--- config.mk ---
export PLATFORM = sky130hd
export DESIGN_NAME = dispatch_top
export DESIGN_NICKNAME = d
export VERILOG_FILES = /design/src/verilog/dispatch_pkg.sv /design/src/verilog/last_thread_finder.sv /design/src/verilog/dispatch_router.sv /design/src/verilog/dispatch_buffer.sv /design/src/verilog/stall_counters.sv /design/src/verilog/dispatch_top.sv
export SDC_FILE = /design/constraint.sdc
export NUM_CORES = 2
export LEC_CHECK = 0
export BUFFER_PORTS_ARGS = -buffer_cell sky130_fd_sc_hd__buf_2
export CAP_MARGIN = 20
export CORE_AREA = 2 2 625 627
export DETAILED_ROUTE_END_ITERATION = 10
export DIE_AREA = 0 0 627 629
export PLACE_DENSITY = 0.42
export SYNTH_ARGS = -nofsm -noshare
export SYNTH_HDL_FRONTEND = slang
export SYNTH_SLANG_ARGS = --single-unit
--- constraint.sdc ---
create_clock -name clk -period 27.9 [get_ports clk]
set_clock_uncertainty 0.05 [all_clocks]
set_input_delay 2.79 -clock clk [delete_from_list [all_inputs] [get_ports clk]]
set_output_delay 2.79 -clock clk [all_outputs]
set_load 0.05 [all_outputs]
--- src/verilog/dispatch_pkg.sv ---
// ----------------------------------------------------------
// Dispatch package
// Widths, field offsets, unit codes and word types shared
// by the dispatch stage of the SIMT core
// ----------------------------------------------------------
`default_nettype none

package dispatch_pkg;

    // Warp geometry
    localparam int THREAD_CNT = 4;
    localparam int TID_W      = 2;
    localparam int XLEN       = 32;

    // Execution unit codes
    localparam int EX_W      = 2;
    localparam int NUM_UNITS = 4;

    localparam logic [EX_W-1:0] EX_ALU = 2'd0;
    localparam logic [EX_W-1:0] EX_LSU = 2'd1;
    localparam logic [EX_W-1:0] EX_FPU = 2'd2;
    localparam logic [EX_W-1:0] EX_SFU = 2'd3;

    // Issue word field widths
    localparam int UUID_W = 8;
    localparam int WID_W  = 2;
    localparam int OP_W   = 4;
    localparam int RD_W   = 5;
    localparam int DATA_W = THREAD_CNT * XLEN;

    // Field offsets, counted from bit 0 upwards
    localparam int RS2_LSB   = 0;
    localparam int RS1_LSB   = RS2_LSB + DATA_W;
    localparam int WB_LSB    = RS1_LSB + DATA_W;
    localparam int RD_LSB    = WB_LSB + 1;
    localparam int PC_LSB    = RD_LSB + RD_W;
    localparam int OP_LSB    = PC_LSB + XLEN;
    localparam int TMASK_LSB = OP_LSB + OP_W;
    localparam int WID_LSB   = TMASK_LSB + THREAD_CNT;
    localparam int UUID_LSB  = WID_LSB + WID_W;

    localparam int ISSUE_W    = UUID_LSB + UUID_W;
    localparam int DISPATCH_W = ISSUE_W + TID_W;

    // Stall counter width, counters wrap
    localparam int PERF_W = 16;

    typedef logic [EX_W-1:0]       ex_type_t;
    typedef logic [TID_W-1:0]      tid_t;
    typedef logic [THREAD_CNT-1:0] tmask_t;
    typedef logic [ISSUE_W-1:0]    issue_word_t;
    // Issue word with last active thread index in the low bits
    typedef logic [DISPATCH_W-1:0] dispatch_word_t;
    typedef logic [PERF_W-1:0]     perf_cnt_t;

endpackage

`default_nettype wire

--- src/verilog/last_thread_finder.sv ---
// ----------------------------------------------------------
// Last thread finder
// Priority encoder giving the index of the highest active
// thread in a warp thread mask
// ----------------------------------------------------------
`timescale 1ns/1ps
`default_nettype none

module last_thread_finder import dispatch_pkg::*; (
    input  wire tmask_t tmask,
    output tid_t        last_tid
);

    logic found;

    // Walk down from the top thread, first hit wins
    always_comb begin
        found    = 1'b0;
        last_tid = '0;
        for (int i = THREAD_CNT - 1; i >= 0; i--) begin
            if (!found && tmask[i]) begin
                last_tid = tid_t'(i);
                found    = 1'b1;
            end
        end
    end

endmodule

`default_nettype wire

--- src/verilog/dispatch_router.sv ---
// ----------------------------------------------------------
// Dispatch router
// Decodes the unit type of the issued instruction, appends
// the last active thread and returns the ready of the
// selected unit buffer
// ----------------------------------------------------------
`timescale 1ns/1ps
`default_nettype none

module dispatch_router import dispatch_pkg::*; (
    input  wire logic                  in_valid,
    output logic                       in_ready,
    input  wire ex_type_t              in_ex_type,
    input  wire issue_word_t           in_data,

    output logic [NUM_UNITS-1:0]       unit_valid,
    input  wire logic [NUM_UNITS-1:0]  unit_ready,
    output dispatch_word_t             unit_data
);

    tmask_t tmask;
    tid_t   last_tid;

    assign tmask = in_data[TMASK_LSB +: THREAD_CNT];

    last_thread_finder last_thread_finder_inst (
        .tmask    (tmask),
        .last_tid (last_tid)
    );

    // One-hot valid towards the unit buffers
    always_comb begin
        for (int i = 0; i < NUM_UNITS; i++) begin
            unit_valid[i] = in_valid && (in_ex_type == ex_type_t'(i));
        end
    end

    // All buffers see the same word, only one gets a valid
    assign unit_data = {in_data, last_tid};

    // Input stalls on the selected buffer only
    assign in_ready = unit_ready[in_ex_type];

    // An issued instruction always carries at least one live thread
    a_tmask_nonzero: assert final (!in_valid || (tmask != '0))
        else $error("dispatch_router: valid instruction with empty thread mask");

endmodule

`default_nettype wire

--- src/verilog/dispatch_buffer.sv ---
// ----------------------------------------------------------
// Dispatch buffer
// Two-entry elastic buffer with a registered output stage,
// valid/ready handshake on both sides
// ----------------------------------------------------------
`timescale 1ns/1ps
`default_nettype none

module dispatch_buffer import dispatch_pkg::*; (
    input  wire logic           clk,
    input  wire logic           reset,

    input  wire logic           in_valid,
    output logic                in_ready,
    input  wire dispatch_word_t in_data,

    output logic                out_valid,
    input  wire logic           out_ready,
    output dispatch_word_t      out_data
);

    typedef enum logic [1:0] {
        ST_EMPTY,
        ST_ONE,
        ST_TWO
    } buf_state_t;

    buf_state_t     state;
    buf_state_t     state_next;
    dispatch_word_t head_q;
    dispatch_word_t skid_q;
    logic           push;
    logic           pop;

    // Ready depends on state only, so no comb path from out_ready
    assign in_ready  = (state != ST_TWO);
    assign out_valid = (state != ST_EMPTY);
    assign out_data  = head_q;

    assign push = in_valid && in_ready;
    assign pop  = out_valid && out_ready;

    always_comb begin
        state_next = state;
        case (state)
            ST_EMPTY: if (push) state_next = ST_ONE;
            ST_ONE: begin
                if (push && !pop) begin
                    state_next = ST_TWO;
                end else if (pop && !push) begin
                    state_next = ST_EMPTY;
                end
            end
            ST_TWO:   if (pop) state_next = ST_ONE;
            default:  state_next = ST_EMPTY;
        endcase
    end

    always_ff @(posedge clk) begin
        if (reset) begin
            state <= ST_EMPTY;
        end else begin
            state <= state_next;
        end
    end

    // Head feeds the unit, skid catches the second word
    always_ff @(posedge clk) begin
        case (state)
            ST_EMPTY: if (push) head_q <= in_data;
            ST_ONE: begin
                if (push && pop) begin
                    head_q <= in_data;
                end else if (push) begin
                    skid_q <= in_data;
                end
            end
            ST_TWO:   if (pop) head_q <= skid_q;
            default:  ;
        endcase
    end

    a_out_hold: assert property (@(posedge clk) disable iff (reset)
        out_valid && !out_ready |=> out_valid && $stable(out_data));

    // A full buffer keeps its second word until the unit takes one
    a_no_push_full: assert property (@(posedge clk) disable iff (reset)
        (state == ST_TWO) && !pop |=> (state == ST_TWO) && $stable(skid_q));

endmodule

`default_nettype wire

--- src/verilog/stall_counters.sv ---
// ----------------------------------------------------------
// Stall counters
// One wrapping counter per execution unit, counting cycles
// the input is held back, with a registered read port
// ----------------------------------------------------------
`timescale 1ns/1ps
`default_nettype none

module stall_counters import dispatch_pkg::*; (
    input  wire logic     clk,
    input  wire logic     reset,

    // Observed input handshake
    input  wire logic     in_valid,
    input  wire logic     in_ready,
    input  wire ex_type_t in_ex_type,

    // Read port
    input  wire ex_type_t cnt_addr,
    output perf_cnt_t     cnt_data
);

    perf_cnt_t counts [NUM_UNITS];
    logic      stall;

    assign stall = in_valid && !in_ready;

    // Charge the stall to the unit the held instruction waits for
    always_ff @(posedge clk) begin
        if (reset) begin
            for (int i = 0; i < NUM_UNITS; i++) begin
                counts[i] <= '0;
            end
        end else if (stall) begin
            counts[in_ex_type] <= counts[in_ex_type] + perf_cnt_t'(1);
        end
    end

    // One cycle read latency
    always_ff @(posedge clk) begin
        if (reset) begin
            cnt_data <= '0;
        end else begin
            cnt_data <= counts[cnt_addr];
        end
    end

endmodule

`default_nettype wire

--- src/verilog/dispatch_top.sv ---
// ----------------------------------------------------------
// Dispatch top
// Router, one elastic buffer per execution unit and the
// stall counter block of the dispatch stage
// ----------------------------------------------------------
`timescale 1ns/1ps
`default_nettype none

module dispatch_top import dispatch_pkg::*; (
    input  wire logic           clk,
    input  wire logic           reset,

    // Issued instruction
    input  wire logic           in_valid,
    output logic                in_ready,
    input  wire ex_type_t       in_ex_type,
    input  wire issue_word_t    in_data,

    // Unit queues
    output logic                alu_valid,
    input  wire logic           alu_ready,
    output dispatch_word_t      alu_data,
    output logic                lsu_valid,
    input  wire logic           lsu_ready,
    output dispatch_word_t      lsu_data,
    output logic                fpu_valid,
    input  wire logic           fpu_ready,
    output dispatch_word_t      fpu_data,
    output logic                sfu_valid,
    input  wire logic           sfu_ready,
    output dispatch_word_t      sfu_data,

    // Stall counter read port
    input  wire ex_type_t       cnt_addr,
    output perf_cnt_t           cnt_data
);

    logic [NUM_UNITS-1:0] unit_valid;
    logic [NUM_UNITS-1:0] unit_ready;
    dispatch_word_t       unit_data;

    dispatch_router dispatch_router_inst (
        .in_valid   (in_valid),
        .in_ready   (in_ready),
        .in_ex_type (in_ex_type),
        .in_data    (in_data),
        .unit_valid (unit_valid),
        .unit_ready (unit_ready),
        .unit_data  (unit_data)
    );

    dispatch_buffer alu_buffer_inst (
        .clk       (clk),
        .reset     (reset),
        .in_valid  (unit_valid[EX_ALU]),
        .in_ready  (unit_ready[EX_ALU]),
        .in_data   (unit_data),
        .out_valid (alu_valid),
        .out_ready (alu_ready),
        .out_data  (alu_data)
    );

    dispatch_buffer lsu_buffer_inst (
        .clk       (clk),
        .reset     (reset),
        .in_valid  (unit_valid[EX_LSU]),
        .in_ready  (unit_ready[EX_LSU]),
        .in_data   (unit_data),
        .out_valid (lsu_valid),
        .out_ready (lsu_ready),
        .out_data  (lsu_data)
    );

    dispatch_buffer fpu_buffer_inst (
        .clk       (clk),
        .reset     (reset),
        .in_valid  (unit_valid[EX_FPU]),
        .in_ready  (unit_ready[EX_FPU]),
        .in_data   (unit_data),
        .out_valid (fpu_valid),
        .out_ready (fpu_ready),
        .out_data  (fpu_data)
    );

    dispatch_buffer sfu_buffer_inst (
        .clk       (clk),
        .reset     (reset),
        .in_valid  (unit_valid[EX_SFU]),
        .in_ready  (unit_ready[EX_SFU]),
        .in_data   (unit_data),
        .out_valid (sfu_valid),
        .out_ready (sfu_ready),
        .out_data  (sfu_data)
    );

    // Watches the input handshake only
    stall_counters stall_counters_inst (
        .clk        (clk),
        .reset      (reset),
        .in_valid   (in_valid),
        .in_ready   (in_ready),
        .in_ex_type (in_ex_type),
        .cnt_addr   (cnt_addr),
        .cnt_data   (cnt_data)
    );

endmodule

`default_nettype wire

==> results summary <==
The flow ran to the end, and the final reports show no timing, DRC or antenna violations. The final count of pins violating max slew came to 0. Setup repair after global routing left no endpoint under its margin. The number of unique standard cell types used by synthesis is 46. The via count of the first global-routing pass came to 57994. In this run the critical register-to-register path is launched from sfu_buffer_inst.state[1]. The setup path with the least slack is of type in -> out.

By count the netlist is led by 3741 x sky130_fd_sc_hd__nand2_1, 2576 x sky130_fd_sc_hd__edfxtp_1, 280 x sky130_fd_sc_hd__clkbuf_1. Buffers added to address setup during post-CTS repair amount to 0. The portion of the post-synthesis area used by sequential elements is 0.818. The most repeated library cell on the critical path is sky130_fd_sc_hd__buf_2. The proportion of netlist area held by the largest area contributor came out at 0.813.

At the pin with the least slew margin, the transition time is 1.07 ns. The critical path data arrival time is 4.41 ns. Relative to the synthesized area, the layout overhead comes to 25.0%. The worst register-to-register path has a setup slack of 23.11 ns.

The portion of the clock cycle consumed by the worst path in the final layout came out at 0.260. The number of cells on the worst reg-to-reg path is 7. The most common cell in the synthesized netlist is sky130_fd_sc_hd__nand2_1.

Across every metal layer, demand over resource in global routing totals 0.168. The number of levels in the clock H-tree is 5. The overall overflow remaining after global route is 0. The power after layout came out at 0.00878 W. The number of buffers between clock root and the deepest sink is 4. For the final routed database, the setup TNS stands at 0 ns. The number of antenna violations at the first check in global routing came out at 52. During synthesis, Yosys emitted a total of 0 warnings.

The number of register bits inferred by synthesis is 2600. Hold is met by 0.433 ns. The floorplan row count is 229. On the critical path, the stage with the largest delay is an instance of sky130_fd_sc_hd__mux4_1. The antenna violation net count after detailed routing is 0.

In this run the critical register-to-register path is captured at sfu_buffer_inst.out_data[153]. The worst hold path was traced through 2 stages. The cell chosen for the clock root is sky130_fd_sc_hd__clkbuf_16. The half-perimeter wire length after placement is 235 mm. The first global-routing pass estimated 471 mm of wire. In the post-synthesis netlist, the biggest area contributors are sky130_fd_sc_hd__edfxtp_1 81%, sky130_fd_sc_hd__nand2_1 15%, sky130_fd_sc_hd__clkbuf_1 1.1%, sky130_fd_sc_hd__mux4_2 0.62%, sky130_fd_sc_hd__dfxtp_1 0.51%. The total of buffers placed on input and output ports is 1599. The highest achievable clock rate came out at 138 MHz. Along the worst path, the maximum fanout reaches 31.

The die is 627 um wide. Setup violations remaining at the end of the flow were counted as 0. The cts-stage hold buffer count came out at 0. The startpoint identified for the worst hold timing path is fpu_buffer_inst.skid_q[179]. Among all flip-flop cells after synthesis, the most frequent one is sky130_fd_sc_hd__edfxtp_1. On the worst path, the slowest cell contributes a delay of 0.81 ns. In this run, synthesis inferred 2576 flip-flops with an integrated enable. The cell type with the highest aggregate area in the netlist is sky130_fd_sc_hd__edfxtp_1. The remaining design rule violation count came out at 0.

The core outline area came out at 0.388 sq mm. The full die area is 0.394 sq mm. The clock tree from TritonCTS is yes. Clock-pin slew was measured on the worst setup and hold paths at 0.06 ns. Entering global routing, the biggest net connects 113 pins.

The peak supply drop is 0.0000419 V. The leakage power summed over all cells is 46.2 nW. The number of design-rule violations left by the first detailed-router iteration is 4716. The post-synth net total came out at 7220. The total CTS buffers came out at 303. After the flow finishes, the layout carries non-filler instances totaling 14055.

The first detailed-routing pass took 6 iterations. The initial core utilization came out at 0.245. The clock insertion delay at the later pin of the skew report is 0.89 ns. Once the clock tree was built, the resizer swapped 0 gates to a different size. The async set or reset register ratio after synthesis came out at 0. The worst path in the final design needs a cycle of 7.25 ns, including I/O delays and setup. The utilization of the core after routing came out at 0.307. The final wirelength is 345 mm.

The total number of nets in the final design is 8925. The ratio of cells with drive above 1 in the final layout is 0.243. After technology mapping, the gate count stands at 6896. Traced cell by cell, the critical path runs through buf_2 > buf_4 > mux4_1 > buf_2.

The number of cells in the design after placement came out at 13492. STA classifies the critical path endpoint as an output pin. The count of vias placed by the detailed router came out at 59561. Dividing the detail-routed wire length by the instance count gives 24.6 um. The final hold violation count came out at 0. The worst hold path terminates at fpu_buffer_inst.out_data[179].

The height of the die came out at 629 um. The last weighted congestion value of the routability-driven placer is 0.817. The number of ports placed on the die boundary is 1600. The required time reported for the critical path endpoint came out at 25.06 ns. The worst relative slew slack came out at 0.284. The number of vias per cell came out at 4.24. The areal power density over the cells is 73.8 mW/mm^2. The critical path launch point type is an input port. The number of max-cap violations is 0. The combined area of all synthesized cells is 0.0951 sq mm. The clock sink total came out at 2600. The path class of the tightest hold or removal check is reg -> reg.

Each instance of the synthesized netlist takes up on average 13.8 sq um.
==> per-stage QoR <==
stage	cell area, sq um	setup WS [ns]
after detailed placement	109000	19.73
after floorplan	95100	0.00351
after CTS	119000	20.60
after global routing	119000	20.46
final	119000	20.65
after global placement	109000	19.82
==> critical path, delay by kind of cell <==
kind	cells	cell delay, ns
buffers and inverters	3	0.78
multiplexers	1	0.81
==> cell type report <==
class                      instances  area, sq um
timing repair buffer            1698         8850
tap                             5197         6500
antenna                           33         82.6
sequential                      2600        77800
clock buffer                     389         8010
fill                           39283       269000
clock inverter                   140         1360
inverter                          10         37.5
multi-input combinational       3988        16200
==> worst max path at each step <==
stage	start	endpoint	slack, ns	cells after the start
final	in_ex_type[0]	in_ready	20.65	4
after global routing	in_ex_type[0]	sfu_buffer_inst.out_data[207]	20.46	9
after CTS	in_ex_type[0]	in_ready	20.60	4
after detailed placement	in_ex_type[0]	sfu_buffer_inst.out_data[170]	19.73	9
after global placement	in_ex_type[0]	sfu_buffer_inst.out_data[144]	19.82	9
after floorplan	in_ex_type[1]	alu_buffer_inst.out_data[0]	0.004	4
==> power by group <==
group	switching (W)	internal, W
sequential	0.0000422	0.00438
combinational	0.000429	0.000101
clock	0.00166	0.00216
==> cells by family after synthesis <==
group                    count (synthesis)  synth area share
flip-flops                            2600             0.818
AND/OR/NAND/NOR                       3897             0.156
multiplexers                            39           0.00872
AO/OA/AOI/OAI                           40           0.00250
buffers and inverters                  308            0.0130
adder cells (fa/ha/maj)                  1          0.000132
XOR/XNOR                                11           0.00101
==> per-layer routing <==
layer | track usage | vias up | part of all wire
li1 | - | 26983 | -
met1 | 0.204 | 30114 | 0.40
met2 | 0.296 | 1946 | 0.51
met3 | 0.0277 | 510 | 0.054
met4 | 0.0638 | 8 | 0.038
met5 | 0 | - | 0.00014
==> state kept, by name, indices dropped and copies added (netlist names), 314 cells and up <==
register and cells:
alu_buffer_inst.out_data 314, fpu_buffer_inst.skid_q 314, sfu_buffer_inst.out_data 314, sfu_buffer_inst.skid_q 314, lsu_buffer_inst.skid_q 314, fpu_buffer_inst.out_data 314
lsu_buffer_inst.out_data 314, alu_buffer_inst.skid_q 314
==> placed cells by master (no fill, tap or decap), drive strengths merged, types with 13 or more instances in the layout <==
cell | synthesis | layout
nand2 | 3742 | 3742
edfxtp | 2576 | 2576
buf | 15 | 1698
clkbuf | 283 | 389
clkinv | 0 | 108
nor2 | 73 | 73
diode | 0 | 33
mux4 | 33 | 33
nor2b | 25 | 25
dfxtp | 24 | 24
inv | 10 | 23
a21oi | 21 | 21
bufinv | 0 | 13
(Power assumes the default switching activity.)
